$ cat src/mem_subsys_defines.svh
`ifndef MEM_SUBSYS_DEFINES_SVH
`define MEM_SUBSYS_DEFINES_SVH

// word and address widths
`define WORD_WIDTH          16
`define DRAM_ADDR_WIDTH     25

// address map
`define DRAM_LAST           16'hF7FF
`define IO_PAGE             12'hF80
`define IO_OFS_WIDTH        4
`define LED_COUNT           10
`define UART_STATUS_OFS     4'hA
`define UART_DATA_OFS       4'hB

// behavioral dram timing, in clock cycles
`define DRAM_LATENCY        3
`define DRAM_REFRESH_PERIOD 64
`define DRAM_REFRESH_CYCLES 5

// uart transmit path
`define UART_FIFO_DEPTH     4
`define UART_CLKS_PER_BIT   4

`define NOP_INSTR           16'hF000

`endif

$ cat src/uart_tx_fifo.sv
`timescale 1ns/1ps
`default_nettype none

`include "mem_subsys_defines.svh"

module uart_tx_fifo (
    input  wire logic       clk,
    input  wire logic       rst,
    input  wire logic       fifo_push,
    input  wire logic [7:0] fifo_byte,
    input  wire logic       tx_ack,
    output logic            fifo_full,
    output logic            tx_req,
    output logic [7:0]      tx_byte
);

    localparam int PTR_W = $clog2(`UART_FIFO_DEPTH);
    localparam int CNT_W = $clog2(`UART_FIFO_DEPTH + 1);

    logic [7:0]       entries [0:`UART_FIFO_DEPTH-1];
    logic [PTR_W-1:0] wr_ptr;
    logic [PTR_W-1:0] rd_ptr;
    logic [CNT_W-1:0] count;
    logic             pop;

    function automatic logic [PTR_W-1:0] next_ptr(input logic [PTR_W-1:0] p);
        return (p == PTR_W'(`UART_FIFO_DEPTH - 1)) ? '0 : p + 1'b1;
    endfunction

    assign pop       = tx_req && tx_ack; // first cycle of ack high.
    assign fifo_full = (count == CNT_W'(`UART_FIFO_DEPTH));
    assign tx_byte   = entries[rd_ptr];

    always_ff @(posedge clk) begin
        if (fifo_push)
            entries[wr_ptr] <= fifo_byte;
    end

    always_ff @(posedge clk) begin
        if (!rst) begin
            wr_ptr <= '0;
            rd_ptr <= '0;
            count  <= '0;
            tx_req <= 1'b0;
        end else begin
            if (fifo_push)
                wr_ptr <= next_ptr(wr_ptr);
            if (pop)
                rd_ptr <= next_ptr(rd_ptr);
            if (fifo_push && !pop)
                count <= count + 1'b1;
            else if (pop && !fifo_push)
                count <= count - 1'b1;
            if (pop)
                tx_req <= 1'b0;
            else if (!tx_req && !tx_ack && (count != '0 || fifo_push))
                tx_req <= 1'b1; // next request waits for ack low.
        end
    end

    a_no_overflow: assert property (@(posedge clk) disable iff (!rst)
        count <= CNT_W'(`UART_FIFO_DEPTH))
        else $error("uart fifo overflow");

    a_no_underflow: assert property (@(posedge clk) disable iff (!rst)
        tx_req |-> count != '0)
        else $error("uart fifo request with no entry");

endmodule

`default_nettype wire
$ cat config.mk
export PLATFORM = sky130hd
export DESIGN_NAME = uart_tx_fifo
export DESIGN_NICKNAME = d
export VERILOG_FILES = /design/src/uart_tx_fifo.sv
export VERILOG_INCLUDE_DIRS = /design/src
export SDC_FILE = /design/constraint.sdc
export NUM_CORES = 1
export LEC_CHECK = 0
export BUFFER_PORTS_ARGS = -buffer_cell sky130_fd_sc_hd__buf_2
export CAP_MARGIN = 20
export CELL_PAD_IN_SITES_DETAIL_PLACEMENT = 0
export CELL_PAD_IN_SITES_GLOBAL_PLACEMENT = 1
export CORE_UTILIZATION = 30
export DETAILED_ROUTE_END_ITERATION = 16
export PLACE_DENSITY = 0.52
export SETUP_SLACK_MARGIN = 0.02
export SYNTH_ARGS = -nofsm -noshare
export SYNTH_HDL_FRONTEND = slang
export SYNTH_SLANG_ARGS = --single-unit
$ cat constraint.sdc
create_clock -name clk -period 1.73 [get_ports clk]
set_clock_uncertainty 0.1 [all_clocks]
set_input_delay 0.2595 -clock clk [delete_from_list [all_inputs] [get_ports clk]]
set_output_delay 0.2595 -clock clk [all_outputs]
set_load 0.02 [all_outputs]
[After elaboration in Yosys (flattened, before gate mapping)]
Memory sizes are Yosys's and may differ from the RTL's. A register that Yosys moved wholly into a read port is not among the register bits.
Index checks and enable logic that the tools add are counted.
W data, S select, Z words.
Storage, ports and cells
  bits in writable memories: 32
  memories kept: 1
  output and inout port bits: 10
  bits in registers: 8
Cells by class
  $add $sub $neg: 4
  reduce and logical (&&, ||, !) cells: 13
  equality and inequality tests: 3
  bitwise operators: 1
  mux-type cells: 8
Memories
  entries: depth 4, bits a word 8, rd ports 1, clocked after Yosys merged registers in 1, wr ports 1, RTL line uart_tx_fifo.sv:20  | logic [7:0] entries [0:`UART_FIFO_DEPTH-1];
Operators with widths (count)
  $mux W2: 4
  $mux W3: 2
  $logic_and A1 B1 Y1: 5
  $add A2 B1 Y2 const B: 2
  $eq A2 B2 Y1 const B: 2
  $logic_not A1 Y1: 4
  $add A3 B1 Y3 const B: 1
  $eq A3 B3 Y1 const B: 1
  $reduce_bool A3 Y1: 1
  $sub A3 B1 Y3 const B: 1
  $mux W1: 2
  $reduce_bool A2 Y1: 1
  $reduce_or A2 Y1: 1
  $logic_or A1 B1 Y1: 1
  $not A1 Y1: 1

[Logic depth before layout (Yosys ltp)]
  word-level depth: 4
  gate-level depth with buffers: 7

[Worst setup path after synthesis]
OpenSTA, ideal clock, no wires.
  path kind: flip-flop to flip-flop
  start point: register tx_req
  end point: register count[2]
  path buffers: 0
  period minus slack after synthesis: 1.867 ns
  library setup time: 0.076 ns
  cell stages (with the launch flop): 8
  required time: 1.554 ns
  data arrival time: 1.691 ns
  setup slack: -0.137 ns
  cell sequence: dfxtp_1 > nand2_1 > ha_1 > inv_1 > fa_1 > xor2_1 > or3_1 > a21boi_0
On the way
  cells in the longest elaborated chain, start to end: 4
  elaborated cells on any way between the ends: 6
RTL lines
  start: declaration: RTL line uart_tx_fifo.sv:13  | output logic tx_req,
  start signal: assignment: RTL line uart_tx_fifo.sv:44  | tx_req <= 1'b0;
  start signal: assignment: RTL line uart_tx_fifo.sv:55  | tx_req <= 1'b0;
  start signal: assignment: RTL line uart_tx_fifo.sv:57  | tx_req <= 1'b1;
  $logic_and A1 B1 Y1 (*): RTL line uart_tx_fifo.sv:30  | assign pop = tx_req && tx_ack;
  $logic_not A1 Y1: RTL line uart_tx_fifo.sv:50  | if (fifo_push && !pop)
  $logic_and A1 B1 Y1: RTL line uart_tx_fifo.sv:50
  $mux W3 or $reduce_bool A2 Y1 (tied branches)
  end signal: assignment: RTL line uart_tx_fifo.sv:51  | count <= count + 1'b1;
  end signal: assignment: RTL line uart_tx_fifo.sv:53  | count <= count - 1'b1;
  end: declaration: RTL line uart_tx_fifo.sv:23  | logic [CNT_W-1:0] count;
Every way passes the cells marked *; elsewhere a longest branch is shown, timed or not.
A chain may end at the register's enable or synchronous reset.

==> results.cfg <==
[clock_tree]
cts_max_path_buffers = 2
clk_latency_ns = 0.28
cts_root_buffer = clkbuf_8
htree_levels = 2
numCtsBuffers = 5
cts_tree = built
clock_sinks = 42
clkTransAtPathRegs_ns = 0.08

[logic_synthesis]
synth_cells = 90
synth_fp_nets = 109
synth_area_um2 = 1680
synth_edf_count = 32
async_reset_ff_share_pct = 0
synth_ff_type = edfxtp_1
synthTopCellsByArea = edfxtp_1, mux4_1, dfxtp_1
ys_top_cells_by_count = edfxtp_1, dfxtp_1, mux4_1, ha_1, and2_1
yosys.area.top_type_share_pct = 57.3
yosysWarnings = 0
synth.distinct_cells = 22
ys_seq_area_share_pct = 69.2
synth_largest_area_cell = edfxtp_1
synth.avg_cell_area_um2 = 18.6
synth_most_common_cell = edfxtp_1
synth-seq-cells = 42

[detailed_routing]
ant_nets = 0
vias_per_cell = 4.29
vias = 850
drt-initial-drc-count = 56
drc = 0
wl_per_cell_um = 14.1
dr.pass1.iters = 4
wl_mm = 2.80

[final_layout]
final_nets = 146
nFillCells = 498
drive_above_1_share_pct = 43.0
final_cell_area_um2 = 2140
area_growth_pct = 27.4
layout.cells.non_filler = 198
antennaDiodeCount = 0

[status]
failed_checks = setup timing
status = finished with violations

[place]
dpl.hpwl_mm = 1.97
gp_congestion = 0.706
portBuffers = 21
place_area_um2 = 1960
post-place-cells = 188

[timing]
fin_crit_sh_pct = 104
finalSetupViolCount = 8
tightest_slew_ns = 0.226
max-slew-margin-rel_pct = 85.0
hold_slack_ns = 0.0809
max_freq_ghz = 0.556
fin_crit_ns = 1.80
setup_slack_ns = -0.0690
hold_viol_final = 0
rsz0062_at_grt = true
slew_violations = 0

[power_and_ir_drop]
p_leak_uw = 0.000791
powerDensity_nw_per_um2 = 1100
max-vdd-ir-drop_uv = 354

[global_route]
grt_pass1_vias = 889
track_usage_pct = 11.0
busiest_layer = met2
antenna_found_initial = 0
grt_use_met1_pct = 13.7
grt_max_degree = 15
grt_pass1_wl_mm = 4.62
use_met3_pct = 4.05
use_met2_pct = 17.1
gr-total-overflow = 0

[floorplanning]
die-area_um2 = 5900
initial_utilization_pct = 32.0
fp.dieW_um = 76.8
coreArea_um2 = 5240
dieHeight_um = 76.8
ios = 22
rows = 26

[setup_path]
required_ns = 1.37
cp.arrival_ns = 1.44
crit_path_top_delay_cell = mux4_2
rr_worst_depth = 7
reg2reg_slack_ns = 0.04
cp_top_family = multiplexers
reg2reg_to = count[2]
crit_end = tx_byte[2]
worstSetupPathType = register to primary output
timing.critical_path.buf_inv = 2
crit_path_end_kind = primary output
regToRegStartpoint = tx_req
cp.depth = 3
crit_fanout = 8
cpPeakStageDelay_ns = 0.53
worstSetupStartpointType = register
worstPathCellList = buf_12, mux4_2, buf_6

[hold_path]
hold_class = primary input to register
min-delay-start = fifo_byte[0]

[run]
cap_violations = 0
through the flow:
| step | total power (uW) | setup slack, ns | setup TNS [ns] | util, % |
|---|---|---|---|---|
| 3_3_place_gp | 1420 | 0.0309 | 0 | 37.5 |
| 3_5_place_dp | 1430 | -0.0399 | -0.0399 | 37.5 |
| 4_1_cts | 2380 | -0.0903 | -0.604 | 40.8 |
| 5_1_grt | 2450 | -0.120 | -0.827 | 40.8 |
| 6_report | 2340 | -0.0690 | -0.415 | 40.8 |
| 2_1_floorplan | 1330 | 0.0471 | 0 | - |
per-layer routing:
metal	share of wire (%)	up-vias
met5	0	-
met4	0.54	0
met3	3.6	2
met2	51	17
met1	45	417
li1	-	414
kinds of logic after synthesis:
logic type | count (synthesis) | share of synthesized area, %
compound gates | 4 | 1.64
xor+xnor | 2 | 1.04
fa+ha+maj | 7 | 5.67
buf+inv | 5 | 1.57
flops | 42 | 69.2
mux | 11 | 14.3
simple gates | 19 | 6.56
state kept, by name, summed over array words and instances (netlist names), named ones only:
| signal | count |
|---|---|
| count | 3 |
| entries | 32 |
| rd_ptr | 2 |
| tx_req | 1 |
| wr_ptr | 2 |
cell type report:
type,count,area [um^2],area share [%]
Clock buffer,5,68.8,3.22
Timing Repair Buffer,32,250,11.7
Tap cell,70,87.6,4.10
Inverter,3,11.3,0.527
Clock inverter,3,68.8,3.22
Sequential cell,42,1170,54.6
Multi-Input combinational cell,43,483,22.6
worst min path at each step:
stage          cells after the start             to  slack, ns
6_report                           1  entries[1][0]       0.08
5_1_grt                            1  entries[1][0]       0.06
4_1_cts                            1  entries[0][3]       0.06
3_5_place_dp                       1  entries[0][3]       0.37
3_3_place_gp                       1  entries[2][6]       0.37
2_1_floorplan                      1         tx_req       0.23
where the power goes:
group,switching [uW],internal (uW),total (uW)
sequential,30.1,1140,1170
combinational,130,147,277
clock,321,578,899
timing repair:
item / CTS / global route
setup endpoints to repair: 9 / 9
pin swaps: 4 / 2
hold buffers: 0 / 0
buffers inserted: 2 / 0
gates resized for setup: 27 / 0
placed cells by master, fill, tap and decap left out, drive strengths merged, types with 3 or more instances in the layout:
master and instances:
nor2b 3, dfxtp 10, nor2 3, nor3b 3, edfxtp 32, mux4 8
and2 5, clkbuf 5, mux2i 3, ha 6, buf 32, inv 3
Note: power is estimated with default switching activity, not from simulation.
