==> src/mem_subsys_defines.svh <==
`ifndef MEM_SUBSYS_DEFINES_SVH
`define MEM_SUBSYS_DEFINES_SVH

// word and address widths
`define WORD_WIDTH          16
`define DRAM_ADDR_WIDTH     25

// address map
`define DRAM_LAST           16'hF7FF
`define IO_PAGE             12'hF80
`define IO_OFS_WIDTH        4
`define LED_COUNT           10
`define UART_STATUS_OFS     4'hA
`define UART_DATA_OFS       4'hB

// behavioral dram timing, in clock cycles
`define DRAM_LATENCY        3
`define DRAM_REFRESH_PERIOD 64
`define DRAM_REFRESH_CYCLES 5

// uart transmit path
`define UART_FIFO_DEPTH     4
`define UART_CLKS_PER_BIT   4

`define NOP_INSTR           16'hF000

`endif

==> src/periph_pkg.sv <==
`default_nettype none

package periph_pkg;

    typedef enum logic {
        READ,
        WRITE
    } dram_op_t;

    // 8n1 frame phases.
    typedef enum logic [1:0] {
        IDLE,
        START,
        DATA,
        STOP
    } tx_state_t;

endpackage

`default_nettype wire

==> src/uart_tx.sv <==
`timescale 1ns/1ps
`default_nettype none

`include "mem_subsys_defines.svh"

module uart_tx (
    input  wire logic       clk,
    input  wire logic       rst,
    input  wire logic       tx_req,
    input  wire logic [7:0] tx_byte,
    output logic            tx_ack,
    output logic            uart_txd
);

    localparam int CLK_W = $clog2(`UART_CLKS_PER_BIT);

    periph_pkg::tx_state_t state;
    logic [CLK_W-1:0]      clk_cnt;
    logic [2:0]            bit_idx;
    logic [7:0]            shift;
    logic                  bit_end;

    assign bit_end = (clk_cnt == CLK_W'(`UART_CLKS_PER_BIT - 1));

    // uart_txd is registered, so each bit shows one cycle after its state.
    always_ff @(posedge clk) begin
        if (!rst) begin
            state    <= periph_pkg::IDLE;
            tx_ack   <= 1'b0;
            uart_txd <= 1'b1;
            clk_cnt  <= '0;
            bit_idx  <= '0;
        end else begin
            if (tx_ack && !tx_req)
                tx_ack <= 1'b0;
            if (state != periph_pkg::IDLE)
                clk_cnt <= bit_end ? '0 : clk_cnt + 1'b1;
            case (state)
                periph_pkg::IDLE: begin
                    uart_txd <= 1'b1;
                    clk_cnt  <= '0;
                    if (tx_req && !tx_ack) begin
                        shift  <= tx_byte;
                        tx_ack <= 1'b1;
                        state  <= periph_pkg::START;
                    end
                end
                periph_pkg::START: begin
                    uart_txd <= 1'b0;
                    if (bit_end) begin
                        bit_idx <= '0;
                        state   <= periph_pkg::DATA;
                    end
                end
                periph_pkg::DATA: begin
                    uart_txd <= shift[0]; // lsb first.
                    if (bit_end) begin
                        shift <= shift >> 1;
                        if (bit_idx == 3'd7)
                            state <= periph_pkg::STOP;
                        else
                            bit_idx <= bit_idx + 1'b1;
                    end
                end
                periph_pkg::STOP: begin
                    uart_txd <= 1'b1;
                    if (bit_end)
                        state <= periph_pkg::IDLE;
                end
                default: state <= periph_pkg::IDLE;
            endcase
        end
    end

    a_ack_needs_req: assert property (@(posedge clk) disable iff (!rst)
        $rose(tx_ack) |-> tx_req)
        else $error("tx_ack raised without tx_req");

endmodule

`default_nettype wire

==> config.mk <==
export PLATFORM = sky130hd
export DESIGN_NAME = uart_tx
export DESIGN_NICKNAME = d
export VERILOG_FILES = /design/src/periph_pkg.sv /design/src/uart_tx.sv
export VERILOG_INCLUDE_DIRS = /design/src
export SDC_FILE = /design/constraint.sdc
export NUM_CORES = 1
export LEC_CHECK = 0
export BUFFER_PORTS_ARGS = -buffer_cell sky130_fd_sc_hd__clkbuf_2
export CAP_MARGIN = 0
export CORE_MARGIN = 1
export CORE_UTILIZATION = 60
export CTS_BUF_LIST = sky130_fd_sc_hd__clkbuf_2 sky130_fd_sc_hd__clkbuf_4 sky130_fd_sc_hd__clkbuf_8
export DETAILED_ROUTE_END_ITERATION = 10
export GPL_TIMING_DRIVEN = 0
export PLACE_DENSITY = 0.83
export SLEW_MARGIN = 10
export SYNTH_ARGS = -nofsm -noshare
export SYNTH_HDL_FRONTEND = slang
export SYNTH_SLANG_ARGS = --single-unit
==> constraint.sdc <==
create_clock -name clk -period 3.7 [get_ports clk]
set_input_delay 0.74 -clock clk [delete_from_list [all_inputs] [get_ports clk]]
set_output_delay 0.74 -clock clk [all_outputs]
set_load 0.005 [all_outputs]
# Word level (Yosys, flattened, before mapping)
# Index checks and enable logic that the tools add are counted.
# classes
addsub,2
n_eq_ne,11
mux,18
n_bitwise,1
n_reduce_logical,13
# ops
operator,n
2-to-1 mux 8 bit,2
one-hot mux 8 bit (2 select lines),1
2-to-1 mux 2 bit,6
"!= test 2 bit, second input constant",6
2-to-1 mux 3 bit,3
one-hot mux 2 bit (4 select lines),1
AND reduction 4 bit,2
"== test 2 bit, second input constant",3
one-hot mux 3 bit (2 select lines),1
nonzero test 2 bit,3
AND reduction 5 bit,1
OR reduction 2 bit,2
"adder 3 x 1 -> 3 bit, second input constant",1
"== test 3 bit, second input constant",1
2-to-1 mux 1 bit,3
one-hot mux 1 bit (3 select lines),1
"adder 2 x 1 -> 2 bit, second input constant",1
"== test 2 x 1 -> 1 bit, second input constant",1
logical AND 1 bit,2
zero test 1 bit,2
zero test 2 bit,1
NOT 1 bit,1
# totals
ff_bits,17
output_inout_bits,2

# Depth between registers and ports, before layout
# depth
word_depth,5
depth_mapped,6
mapped_depth_nobuf,5

# Least setup slack after synthesis
# No wires, ideal clock.
# synth_path
path_kind,register to register
from,register state[0]
to,register shift[0] (enable)
setup_time_ns,0.375
arrival_time_ns,1.498
required_ns,3.325
setup_slack_ns,1.827
stages_incl_launch_ff,7
cell_sequence,dfxtp_1 -> inv_1 -> ha_1 -> buf_2 -> mux2_2 -> nand2_1 -> a21oi_1
# synth_between
elab_chain_cells,3
word_cells_on_any_way,6
# synth_lines
element,line,source
start: declaration,uart_tx.sv:17,periph_pkg::tx_state_t state;
start signal: assignment,uart_tx.sv:28,state <= periph_pkg::IDLE;
start signal: assignment,uart_tx.sv:45,state <= periph_pkg::START;
start signal: assignment,uart_tx.sv:52,state <= periph_pkg::DATA;
== test 2 bit or zero test 2 bit (tied branches),uart_tx.sv:38,case (state)
!= test 2 bit (no source line) or nonzero test 2 bit (tied branches),n/a,
AND reduction 4 bit (no source line) (*),n/a,
end signal: assignment,uart_tx.sv:43,shift <= tx_byte;
end signal: assignment,uart_tx.sv:58,shift <= shift >> 1;
end: declaration,uart_tx.sv:20,logic [7:0] shift;
# Every way passes the cells marked *; elsewhere a longest branch is shown, timed or not.
# A chain may end at the register's enable or synchronous reset.

# Final worst setup path
# layout_path
from,register state[0]
to,register shift[2] (enable)
# Same word-level chain as after synthesis.

==> flow_summary.ini <==
[run_status]
outcome = complete, no violations

[route]
drt_iter0_drc = 3
ant_nets = 0
dr.pass1.iters = 2
detail_route.wl_per_cell_um = 14.5
viasPerCell = 5.61
vias = 572
wirelength_um = 1480
remaining_drc_errors = 0

[setup_path]
start_kind = flip-flop
arrival_ns = 2.14
crit_required_ns = 3.64
worst-setup-path-type = flip-flop to flip-flop
cpMaxStageDelayCell = a21oi_1
cp_cell_sequence = inv_1 > ha_1 > buf_2 > mux2_2 > nand2_1 > a21oi_1
max_stage_delay_ns = 0.63
endpoint_kind = flip-flop
path_max_fanout = 8

[floorplanning]
start_util_pct = 65.7
die_h_um = 40.2
die-area_um2 = 1620
fp.coreArea_um2 = 1330
ioPinCount = 13
num_rows = 13
die_width_um = 40.2

[power]
seqPwrFrac_pct = 45.3
ir_drop_v = 0.000428
swShare_pct = 31.8
total_power_w = 0.000619
p_clk_share_pct = 18.0
power.leakage_nw = 0.417
intPower_w = 0.000422
power.switching_w = 0.000197
p_comb_share_pct = 36.7
cellPowerDensity_nw_per_um2 = 629

[synthesis]
synth_edf_count = 8
yosys_warnings = 0
ys_seq_elements = 17
ys_types = 26
async_flop_share_pct = 0
synth_area_per_cell_um2 = 12.3
yosysSeqAreaShare_pct = 48.0
netlist_area_um2 = 876
synthFlopType = dfxtp_1
synth_nets = 90
syn_inst = 71

[sta]
timing.final.crit_share_pct = 59.4
rsz0062_at_grt = false
hold_viol_final = 0
setup-tns-final_ns = 0
setup_viol = 0
relSlewSlack_pct = 46.8
fin_crit_ns = 2.20
clock_skew_ns = 0.00314
clock.fmax_ghz = 0.455
maxSlewViolCount = 0
tightest_slew_ns = 0.797

[cts]
clk-insertion-delay-late_ns = 0.30
cts_resized = 0
cts_setup_buffers = 0
cts_buffers = 3
postCtsHoldBufs = 0
tritoncts = built
cts_sinks = 17
clock_path_buffers = 2
cts_max_level = 1
clk_pin_slew_ns = 0.10
cts-root-buf = clkbuf_4

[grt]
grt_pass1_wl_um = 2240
grt_max_degree = 11
antenna_found_initial = 0
gr-total-overflow = 0
grt_pass1_vias = 517
grt_usage_pct = 22.5

[layout]
fin_nets = 107
final_util_pct = 73.8
n_antenna_cell = 0
fin_area_um2 = 985
synthToLayoutAreaGrowth_pct = 12.4
num-fill-cells = 98
drive_gt1_share_pct = 34.5

[place]
port-buffer-count = 12
gp_congestion = 0.703
dpl.hpwl_um = 1060
place_area_um2 = 955

[worst_hold_path]
hold_class = flip-flop to flip-flop

[flow_run]
cap_viol_max_count = 0
==> worst paths after layout <==
check,startpoint,endpoint,slack [ns],cells after the start
worst max register to register,state[0]$_SDFFE_PN0P_,shift[2]$_DFFE_PP_,1.50,6
worst min register to register,clk_cnt[0]$_SDFFE_PP0P_,clk_cnt[0]$_SDFFE_PP0P_,0.44,1
worst min-delay path,clk_cnt[0]$_SDFFE_PP0P_,clk_cnt[0]$_SDFFE_PP0P_,0.44,1
worst max-delay path,state[0]$_SDFFE_PN0P_,shift[2]$_DFFE_PP_,1.50,6
==> critical path, delay by kind of cell (launching register included) <==
kind	cells	cell delay, ns
DFF	1	0.44
adders and majority gates	1	0.21
AOI/OAI and AO/OA	1	0.63
and+or+nand+nor	1	0.05
buffers and inverters	2	0.28
muxes	1	0.23
==> placed cells by master (no fill, tap or decap) <==
cell type,Yosys,final
dfxtp_1,9,9
a21boi_0,4,4
nor2b_1,1,1
nor3b_1,1,1
buf_2,1,1
nand2_1,7,7
o31a_1,1,1
and3b_1,1,1
o211a_1,1,1
mux2_2,8,8
nand2b_1,1,1
and3b_2,2,2
clkbuf_2,0,12
edfxtp_1,8,8
a21oi_1,1,1
o21ai_1,1,1
nor4b_1,1,1
o21ba_4,1,1
inv_1,2,2
o21ai_0,4,4
clkbuf_4,0,4
ha_1,8,8
buf_4,1,1
mux2i_1,1,1
a221oi_4,1,1
clkbuf_1,1,1
and2_1,3,3
o21a_1,1,1
==> per-stage QoR <==
step	hold slack, ns	instances	setup slack (ns)
3_3_place_gp	0.415	98	1.49
3_5_place_dp	0.426	98	1.43
5_1_grt	0.476	102	1.37
6_report	0.439	102	1.50
4_1_cts	0.440	102	1.49
2_1_floorplan	0.408	71	1.83
==> state kept, by name (all words and copies together) (netlist names) <==
signal    count
state         2
bit_idx       3
shift         8
uart_txd      1
tx_ack        1
clk_cnt       2
==> metal layers <==
layer	track usage (%)	routed length, um
met5	0	0
met4	10.0	17
met3	8.33	65
met2	37.5	715
met1	25.3	686
==> cell type report <==
type	count	area, um^2	area share (%)
Clock buffer	4	30.0	3.05
Inverter	2	7.51	0.762
Buffer	3	16.3	1.65
Multi-Input combinational cell	49	432	43.8
Tap cell	15	18.8	1.91
Sequential cell	17	420	42.7
Timing Repair Buffer	12	60.1	6.10
==> Yosys cell counts (2+ instances only) <==
master,number,area (um^2)
dfxtp_1,9,180
edfxtp_1,8,240
ha_1,8,100
mux2_2,8,90.1
nand2_1,7,26.3
a21boi_0,4,30.0
o21ai_0,4,20.0
and2_1,3,18.8
and3b_2,2,20.0
inv_1,2,7.51
==> power groups by stage <==
stage	clock network (W)	logic, W	registers, W
after global routing	0.000118	0.000251	0.000287
after detailed placement	0	0.000229	0.000285
final	0.000112	0.000227	0.000281
after global placement	0	0.000217	0.000281
after CTS	0.000113	0.000229	0.000281
after floorplan	0	0.000180	0.000279
==> logic make-up (layout without fill, tap and decap cells) <==
kind of cell	count (synthesis)	after routing	synth area share (%)
and+or+nand+nor	17	17	11.7
AOI/OAI and AO/OA	15	15	14.7
adders and majority gates	8	8	11.4
muxes	9	9	11.4
DFF	17	17	48.0
buffers and inverters	5	21	2.71
No activity file was read; power rests on OpenSTA's default activity.
