**src/mem_subsys_defines.svh**
```systemverilog
`ifndef MEM_SUBSYS_DEFINES_SVH
`define MEM_SUBSYS_DEFINES_SVH

// word and address widths
`define WORD_WIDTH          16
`define DRAM_ADDR_WIDTH     25

// address map
`define DRAM_LAST           16'hF7FF
`define IO_PAGE             12'hF80
`define IO_OFS_WIDTH        4
`define LED_COUNT           10
`define UART_STATUS_OFS     4'hA
`define UART_DATA_OFS       4'hB

// behavioral dram timing, in clock cycles
`define DRAM_LATENCY        3
`define DRAM_REFRESH_PERIOD 64
`define DRAM_REFRESH_CYCLES 5

// uart transmit path
`define UART_FIFO_DEPTH     4
`define UART_CLKS_PER_BIT   4

`define NOP_INSTR           16'hF000

`endif

```
**src/addr_map_pkg.sv**
```systemverilog
`default_nettype none

`include "mem_subsys_defines.svh"

package addr_map_pkg;

    // decoded target of a 16-bit address.
    typedef enum logic [2:0] {
        DRAM,
        LED,
        UART_STATUS,
        UART_DATA,
        UNMAPPED
    } region_t;

    typedef struct packed {
        logic [`WORD_WIDTH-`IO_OFS_WIDTH-1:0] page;   // must equal IO_PAGE for registers.
        logic [`IO_OFS_WIDTH-1:0]             offset; // register select in the io page.
    } io_fields_t;

    // the same word seen as a dram word address or as page plus offset.
    typedef union packed {
        logic [`WORD_WIDTH-1:0] raw;
        io_fields_t             io;
    } addr_word_t;

endpackage

`default_nettype wire

```
**src/periph_pkg.sv**
```systemverilog
`default_nettype none

package periph_pkg;

    typedef enum logic {
        READ,
        WRITE
    } dram_op_t;

    // 8n1 frame phases.
    typedef enum logic [1:0] {
        IDLE,
        START,
        DATA,
        STOP
    } tx_state_t;

endpackage

`default_nettype wire

```
**src/mem_map.sv**
```systemverilog
`timescale 1ns/1ps
`default_nettype none

`include "mem_subsys_defines.svh"

module mem_map (
    input  wire logic                        clk,
    input  wire logic                        rst,
    input  wire logic [`WORD_WIDTH-1:0]      pc,
    input  wire logic                        cpu_ready,
    input  wire logic [`WORD_WIDTH-1:0]      data_addr,
    input  wire logic [`WORD_WIDTH-1:0]      data_in,
    input  wire logic                        write_en,
    input  wire logic                        dram_ack,
    input  wire logic [`WORD_WIDTH-1:0]      dram_rdata,
    input  wire logic                        fifo_full,
    output logic [`WORD_WIDTH-1:0]           instr,
    output logic [`WORD_WIDTH-1:0]           read_data,
    output logic                             step_done,
    output logic [`LED_COUNT-1:0]            led,
    output logic                             dram_req,
    output periph_pkg::dram_op_t             dram_op,
    output logic [`DRAM_ADDR_WIDTH-1:0]      dram_addr,
    output logic [`WORD_WIDTH-1:0]           dram_wdata,
    output logic                             fifo_push,
    output logic [7:0]                       fifo_byte
);

    localparam logic [2:0] ST_IDLE      = 3'd0;
    localparam logic [2:0] ST_FETCH_REQ = 3'd1;
    localparam logic [2:0] ST_FETCH_REL = 3'd2;
    localparam logic [2:0] ST_DATA_DEC  = 3'd3;
    localparam logic [2:0] ST_DATA_REQ  = 3'd4;
    localparam logic [2:0] ST_DATA_REL  = 3'd5;
    localparam logic [2:0] ST_DONE      = 3'd6;

    logic [2:0]               state;
    logic [`WORD_WIDTH-1:0]   last_pc;
    logic                     last_valid;
    logic [`WORD_WIDTH-1:0]   instr_buf;
    logic [`WORD_WIDTH-1:0]   data_buf;
    logic [`WORD_WIDTH-1:0]   fetch_addr;
    logic [`WORD_WIDTH-1:0]   io_rdata;
    addr_map_pkg::addr_word_t pc_word;
    addr_map_pkg::addr_word_t data_word;
    addr_map_pkg::region_t    pc_region;
    addr_map_pkg::region_t    data_region;

    function automatic addr_map_pkg::region_t decode_region(input addr_map_pkg::addr_word_t a);
        addr_map_pkg::region_t r;
        if (a.raw <= `DRAM_LAST)
            r = addr_map_pkg::DRAM;
        else if (a.io.page != `IO_PAGE)
            r = addr_map_pkg::UNMAPPED;
        else if (a.io.offset < `LED_COUNT)
            r = addr_map_pkg::LED;
        else if (a.io.offset == `UART_STATUS_OFS)
            r = addr_map_pkg::UART_STATUS;
        else if (a.io.offset == `UART_DATA_OFS)
            r = addr_map_pkg::UART_DATA;
        else
            r = addr_map_pkg::UNMAPPED;
        return r;
    endfunction

    function automatic logic [`DRAM_ADDR_WIDTH-1:0] to_dram_addr(input logic [`WORD_WIDTH-1:0] w);
        return {{(`DRAM_ADDR_WIDTH-`WORD_WIDTH){1'b0}}, w};
    endfunction

    assign pc_word.raw   = pc;
    assign data_word.raw = data_addr;
    assign pc_region     = decode_region(pc_word);
    assign data_region   = decode_region(data_word);
    assign fetch_addr    = (pc_region == addr_map_pkg::DRAM) ? pc : '0; // io fetches read word 0.

    always_comb begin
        case (data_region)
            addr_map_pkg::LED:
                io_rdata = {{(`WORD_WIDTH-1){1'b0}}, led[data_word.io.offset]};
            addr_map_pkg::UART_STATUS:
                io_rdata = {{(`WORD_WIDTH-1){1'b0}}, !fifo_full};
            default:
                io_rdata = '0;
        endcase
    end

    // instr and read_data only change together with step_done.
    always_ff @(posedge clk) begin
        if (!rst) begin
            state      <= ST_IDLE;
            last_valid <= 1'b0;
            dram_req   <= 1'b0;
            fifo_push  <= 1'b0;
            step_done  <= 1'b0;
            led        <= '0;
            instr      <= `NOP_INSTR;
            read_data  <= '0;
        end else begin
            fifo_push <= 1'b0;
            step_done <= 1'b0;
            case (state)
                ST_IDLE: begin
                    if (cpu_ready && (!last_valid || pc != last_pc)) begin
                        last_pc    <= pc;
                        last_valid <= 1'b1;
                        dram_req   <= 1'b1;
                        dram_op    <= periph_pkg::READ;
                        dram_addr  <= to_dram_addr(fetch_addr);
                        state      <= ST_FETCH_REQ;
                    end
                end
                ST_FETCH_REQ: begin
                    if (dram_ack) begin
                        instr_buf <= dram_rdata;
                        dram_req  <= 1'b0;
                        state     <= ST_FETCH_REL;
                    end
                end
                ST_FETCH_REL: begin
                    if (!dram_ack)
                        state <= ST_DATA_DEC;
                end
                ST_DATA_DEC: begin
                    if (data_region == addr_map_pkg::DRAM) begin
                        dram_req   <= 1'b1;
                        dram_op    <= write_en ? periph_pkg::WRITE : periph_pkg::READ;
                        dram_addr  <= to_dram_addr(data_addr);
                        dram_wdata <= data_in;
                        state      <= ST_DATA_REQ;
                    end else if (!(write_en && data_region == addr_map_pkg::UART_DATA
                                   && fifo_full)) begin
                        if (write_en && data_region == addr_map_pkg::LED)
                            led[data_word.io.offset] <= data_in[0];
                        if (write_en && data_region == addr_map_pkg::UART_DATA) begin
                            fifo_push <= 1'b1;
                            fifo_byte <= data_in[7:0];
                        end
                        read_data <= write_en ? '0 : io_rdata; // writes read back as zero.
                        instr     <= instr_buf;
                        step_done <= 1'b1;
                        state     <= ST_DONE;
                    end
                end
                ST_DATA_REQ: begin
                    if (dram_ack) begin
                        data_buf <= (dram_op == periph_pkg::READ) ? dram_rdata : '0;
                        dram_req <= 1'b0;
                        state    <= ST_DATA_REL;
                    end
                end
                ST_DATA_REL: begin
                    if (!dram_ack) begin
                        read_data <= data_buf;
                        instr     <= instr_buf;
                        step_done <= 1'b1;
                        state     <= ST_DONE;
                    end
                end
                ST_DONE: state <= ST_IDLE;
                default: state <= ST_IDLE;
            endcase
            if (!cpu_ready)
                last_valid <= 1'b0; // any pc starts a step once ready returns.
        end
    end

    a_req_after_ack: assert property (@(posedge clk) disable iff (!rst)
        $rose(dram_req) |-> !dram_ack)
        else $error("dram request raised while dram_ack still high");

    a_push_not_full: assert property (@(posedge clk) disable iff (!rst)
        fifo_push |-> !fifo_full)
        else $error("uart fifo push while fifo full");

endmodule

`default_nettype wire

```
**config.mk**
```make
export PLATFORM = sky130hd
export DESIGN_NAME = mem_map
export DESIGN_NICKNAME = d
export VERILOG_FILES = /design/src/addr_map_pkg.sv /design/src/periph_pkg.sv /design/src/mem_map.sv
export VERILOG_INCLUDE_DIRS = /design/src
export SDC_FILE = /design/constraint.sdc
export NUM_CORES = 1
export LEC_CHECK = 0
export BUFFER_PORTS_ARGS = -buffer_cell sky130_fd_sc_hd__buf_2
export CAP_MARGIN = 10
export CORE_MARGIN = 3
export CORE_UTILIZATION = 52
export CTS_CLUSTER_DIAMETER = 100
export CTS_CLUSTER_SIZE = 8
export DETAILED_ROUTE_END_ITERATION = 10
export PLACE_DENSITY = 0.89
export RECOVER_POWER = 25
export REMOVE_ABC_BUFFERS = 1
export SETUP_SLACK_MARGIN = 0.15
export SLEW_MARGIN = 20
export SYNTH_ARGS = -nofsm -noshare
export SYNTH_HDL_FRONTEND = slang
export SYNTH_SLANG_ARGS = --single-unit
```
**constraint.sdc**
```tcl
create_clock -name clk -period 4.14 [get_ports clk]
set_input_delay 0.828 -clock clk [delete_from_list [all_inputs] [get_ports clk]]
set_output_delay 0.828 -clock clk [all_outputs]
set_load 0.01 [all_outputs]
```
## Yosys cells after proc, flatten, opt, wreduce, memory -nomap -nowiden

Cells that the tools add are included.

- Register bits after elaboration: 147
- Input port bits: 70
- Word-level logic and storage cells: 128

- Reductions and logical operators: 28
- Equal/unequal tests: 25
- Bitwise operators: 4
- Order comparisons: 6
- Mux-type cells: 50

Operator list:

| operator | number |
|---|---|
| $mux 16 | 8 |
| $pmux 16 s2 | 2 |
| $mux 3 | 17 |
| $mux 25 | 2 |
| $pmux 25 s2 | 1 |
| $le 16x16->1 const B | 2 |
| $ne 12x12->1 const B | 2 |
| $pmux 3 s6 | 1 |
| $eq 4x4->1 const B | 4 |
| $ne 16x16->1 | 1 |
| $ne 2x2->1 const B | 8 |
| $reduce_and 4->1 | 4 |
| $eq 3x2->1 const B | 4 |
| $mux 1 | 12 |
| $reduce_and 3->1 | 4 |
| $bwmux 10 | 1 |
| $logic_not 3->1 | 3 |
| $lt 4x4->1 const B | 2 |
| $eq 3x1->1 const B | 2 |
| $eq 3x3->1 const B | 2 |
| $pmux 1 s2 | 3 |
| $reduce_and 6->1 | 1 |
| $logic_and 1x1->1 | 5 |
| $lt 4x5->1 const B | 1 |
| 15 further kinds | 21 |

## Depth between registers and ports, before layout

- Depth after elaboration: 12
- Gate-level depth with buffers: 8
- Gate-level depth less buffers: 5

## Least setup slack after synthesis

No wires, ideal clock.

- Kind: input to register
- From: in data_addr[5]
- To: reg fifo_byte[0], enable pin
- Library setup time: 0.383 ns
- Slack: 0.982 ns
- Arrival: 2.774 ns
- Cell stages on the path: 5
- Cell sequence: or4_1 or4_1 buf_2 buf_2 nor3_1

- Longest elaborated chain between the ends: 8

RTL lines:

| element | line | RTL |
|---|---|---|
| start: declaration | mem_map.sv:11 | `` input wire logic [`WORD_WIDTH-1:0] data_addr, `` |
| parallel branches: the longest is 2 deep, another holds $le 16x16->1 | -- |  |
| $mux 3 * | mem_map.sv:51 | `` if (a.raw <= `DRAM_LAST) `` |
| $eq 3x2->1 | mem_map.sv:130, mem_map.sv:134 |  |
| $logic_and 1x1->1 | mem_map.sv:130, mem_map.sv:134 |  |
| $logic_and 1x1->1 | mem_map.sv:131 | `&& fifo_full)) begin` |
| $not 1->1 (no line) | -- |  |
| $reduce_and 5->1 (no line) * | -- |  |
| end signal: assignment | mem_map.sv:136 | `fifo_byte <= data_in[7:0];` |
| end: declaration | mem_map.sv:26 | `output logic [7:0] fifo_byte` |

Mark *: on every way between the ends.
A chain may end at the register's enable or synchronous reset.

## Worst setup path in the final report

- From: in data_addr[5]
- To: reg read_data[14]

- Longest elaborated chain between the ends: 8

RTL lines:

| element | line | RTL |
|---|---|---|
| parallel branches: the longest is 2 deep, another holds $le 16x16->1 | -- |  |
| $mux 3 * | mem_map.sv:51 |  |
| $eq 3x2->1 | mem_map.sv:130 | `end else if (!(write_en && data_region == addr_map_pkg::UART_DATA` |
| $logic_and 1x1->1 | mem_map.sv:130 |  |
| $logic_and 1x1->1 | mem_map.sv:131 |  |
| $ne 2x2->1 (no line) | -- |  |
| $reduce_and 4->1 (no line) * | -- |  |
| end signal: assignment | mem_map.sv:138 | `read_data <= write_en ? '0 : io_rdata;` |
| end signal: assignment | mem_map.sv:153 | `read_data <= data_buf;` |
| end: declaration | mem_map.sv:18 | `` output logic [`WORD_WIDTH-1:0] read_data, `` |

Marks and branches as above.

==> flow_summary_export.csv <==
group,metric,value,unit
power_and_ir_drop,ir_drop,0.000214,V
power_and_ir_drop,p_per_area,455,nW/um^2
yosys,synth_top_area_share,0.468,
placement,port_buffers,155,
cts,cts.repair.resized,0,
yosys,async_flop_share,0,
timing,fmax,333,MHz
grt,grt-ovfl-total,0,
layout,num-fill-cells,749,
placement,placed_cells,726,
worst_setup_path,end_kind,"flip-flop",
layout,layout.cells.non_filler,758,
yosys,synth_top_area_cell,"edfxtp_1",
timing,skew,0.00840,ns
drt,drt_iter0_markers,361,
power_and_ir_drop,p_sw,0.000695,W
yosys,yosysSeqAreaShare,0.640,
cts,cts.sinks,138,
die,rows,37,
cts,cts_tree,"built",
timing,finalMaxSlewViolations,37,
drt,ant_nets,0,
timing,layout_min_cycle_time,3.00,ns
yosys,ys_dominant_reg_cell,"edfxtp_1",
drt,drc,0,
power_and_ir_drop,switching_share,0.214,
placement,gp_congestion,0.866,
layout,final_common_cell,"buf_2",
cts,postCtsSetupBuffers,0,
grt,grt_pass1_wl,21.4,mm
drt,drtPass1Iterations,6,
power_and_ir_drop,power_frac_clock,0.466,
timing,slew_headroom,-0.251,
timing,setup_violations,0,
drt,drt_wl_total,13.3,mm
die,boundaryPins,165,
placement,dp_hpwl,8.98,mm
drt,vias_per_cell,5.66,
yosys,synthAdderAreaFrac,0,
die,die_h,111,um
timing,rsz0062_at_grt,"no",
status,violations,"max-capacitance violations, max-slew violations",
placement,placed_cell_area,6570,um^2
cts,clk_pin_slew_worst_paths,0.06,ns
grt,grt_max_degree,37,
cts,ctsHtreeMaxLevel,4,
layout,layout_common_cells,"buf_2 (127), edfxtp_1 (89), dfxtp_1 (49)",
yosys,synth_cell_type_count,50,
yosys,netlist_instances,457,
layout,fin_nets,679,
power_and_ir_drop,pwr-share-comb,0.063,
layout,syn2layout_area_growth,24.9,%
timing,final_hold_viol_count,0,
yosys,synth_seq_cells,138,
yosys,synth_xor_area_frac,0.0307,
layout,drive_gt1_frac,0.309,
worst_setup_path,worstPathMaxFanout,32,
grt,grt_pass1_vias,4299,
timing,period_share,0.726,
yosys,synthMuxAreaShare,0.0296,
worst_setup_path,worstPathRequired,4.55,ns
power_and_ir_drop,p_int,0.00255,W
drt,vias,4287,
die,initial_utilization,0.543,
yosys,synth_warnings,0,
die,die_area,12300,um^2
yosys,synth_simple_gate_area_share,0.125,
cts,cts_buffers,17,
grt,grt_use_total,0.218,
worst_setup_path,critical_path_class,"in2reg",
timing,setup_tns,0,ns
flow_run,cap_violations,1,
yosys,synth_top_family_by_area,"compound AO/OA/AOI/OAI gates",
power_and_ir_drop,p_leak,2.66,nW
status,outcome,"complete, but fails checks",
worst_hold_path,min_path_type,"reg2reg",
yosys,synth_compound_area_frac,0.135,
drt,wl_per_cell,17.5,um
layout,finalInstanceArea,7130,um^2
worst_setup_path,worstPathArrival,3.41,ns
die,die_w,111,um
layout,antenna_cells,0,
power_and_ir_drop,power_frac_seq,0.471,
cts,cts_buffer_depth,2,
yosys,synthesis.area,5710,um^2
die,coreArea,10500,um^2
yosys,synth.area.top_cells,"edfxtp_1 (47%), dfxtp_1 (17%), a22o_1 (2.5%)",
worst_setup_path,cp-start-kind,"input port",
cts,cts_root_buffer,"clkbuf_8",
timing,tightest_slew,1.88,ns
cts,ctsHoldBuffers,0,
yosys,avgSynthCellArea,12.5,um^2
yosys,synth_edf_count,89,
grt,antenna_found_initial,0,
cts,insertion_delay,0.51,ns
[kinds of logic (layout without fill, tap and decap cells)]
| group | count (synthesis) | after routing |
|---|---|---|
| AOI/OAI and AO/OA | 111 | 111 |
| xor gates and xnor gates | 20 | 20 |
| buffers and inverters | 44 | 201 |
| DFF | 138 | 138 |
| muxes | 14 | 14 |
| other | 1 | 9 |
| and+or+nand+nor | 129 | 129 |
[flip-flops by register name, summed over array words and instances (netlist names)]
register and flops:
dram_req 1, last_valid 1, step_done 1, fifo_byte 8
led 10, dram_wdata 16, read_data 16, instr_buf 16
data_buf 16, fifo_push 1, state 3, dram_op 1
dram_addr 16, instr 16, last_pc 16
[per-layer routing]
layer | routed length, um | up-vias | track usage
met5 | 0 | - | 0
met4 | 348 | 0 | 0.107
met3 | 1120 | 30 | 0.0573
met2 | 6620 | 218 | 0.373
met1 | 5200 | 2038 | 0.253
li1 | - | 2001 | -
[synthesized netlist by cell type, types with 2 or more instances]
| cell | instances |
|---|---|
| o21a_1 | 4 |
| or4_1 | 2 |
| o21ai_2 | 8 |
| xnor2_1 | 8 |
| mux2i_1 | 9 |
| and2_1 | 4 |
| buf_6 | 3 |
| buf_2 | 5 |
| and4_1 | 3 |
| nand2_1 | 22 |
| nor4_1 | 4 |
| inv_1 | 2 |
| buf_4 | 9 |
| xor2_1 | 12 |
| o211ai_1 | 13 |
| or3_1 | 4 |
| o2111ai_1 | 2 |
| dfxtp_1 | 49 |
| mux4_2 | 2 |
| and3b_1 | 2 |
| nand3_1 | 13 |
| edfxtp_1 | 89 |
| nand4b_1 | 2 |
| o21ai_1 | 20 |
| a21oi_1 | 21 |
| nor2b_1 | 22 |
| a21oi_2 | 8 |
| nand4_1 | 7 |
| nor2_1 | 18 |
| a22o_1 | 16 |
| a311oi_1 | 3 |
| o21ai_0 | 7 |
| buf_1 | 2 |
| nor3_1 | 19 |
| clkbuf_1 | 22 |
| a211o_1 | 4 |
| nand3b_1 | 2 |
| mux2_2 | 3 |
[layout make-up]
| cell class | count | area, um^2 | area share |
|---|---|---|---|
| Tap cell | 136 | 170 | 0.0239 |
| Timing Repair Buffer | 166 | 816 | 0.114 |
| Clock inverter | 7 | 101 | 0.0142 |
| Multi-Input combinational cell | 283 | 1870 | 0.263 |
| Sequential cell | 138 | 3650 | 0.512 |
| Clock buffer | 25 | 507 | 0.0711 |
| Inverter | 3 | 11.3 | 0.00158 |
[metrics by stage]
step           setup slack (ns)  hold slack (ns)  total power (W)   util
2_1_floorplan            0.0766            0.428          0.00166      -
3_3_place_gp              0.801            0.431          0.00175  0.625
3_5_place_dp              0.694            0.442          0.00176  0.625
4_1_cts                    1.21            0.464          0.00327  0.683
5_1_grt                   0.987            0.471          0.00335  0.679
6_report                   1.14            0.462          0.00325  0.679
[power groups by stage]
| stage | registers, W | logic, W | clock network [W] |
|---|---|---|---|
| 2_1_floorplan | 0.00156 | 0.0000942 | 0 |
| 3_3_place_gp | 0.00155 | 0.000195 | 0 |
| 3_5_place_dp | 0.00156 | 0.000204 | 0 |
| 4_1_cts | 0.00153 | 0.000207 | 0.00153 |
| 5_1_grt | 0.00153 | 0.000223 | 0.00160 |
| 6_report | 0.00153 | 0.000205 | 0.00151 |
[final timing paths]
path / startpoint / endpoint / slack [ns] / cells past startpoint
hold reg to reg: instr_buf[13] / instr[13] / 0.46 / 1
setup / recovery: data_addr[5] / read_data[14] / 1.14 / 7
hold / removal: instr_buf[13] / instr[13] / 0.46 / 1
setup reg to reg: state[0] / read_data[0] / 1.14 / 5
[critical path: stages]
cell     delay, ns
buf_2         0.10
or4_1         0.54
or4_1         0.78
nor4_4        0.41
buf_4         0.41
o21ai_1       0.14
a21oi_1       0.18
Note: power is estimated with default switching activity, not from simulation.
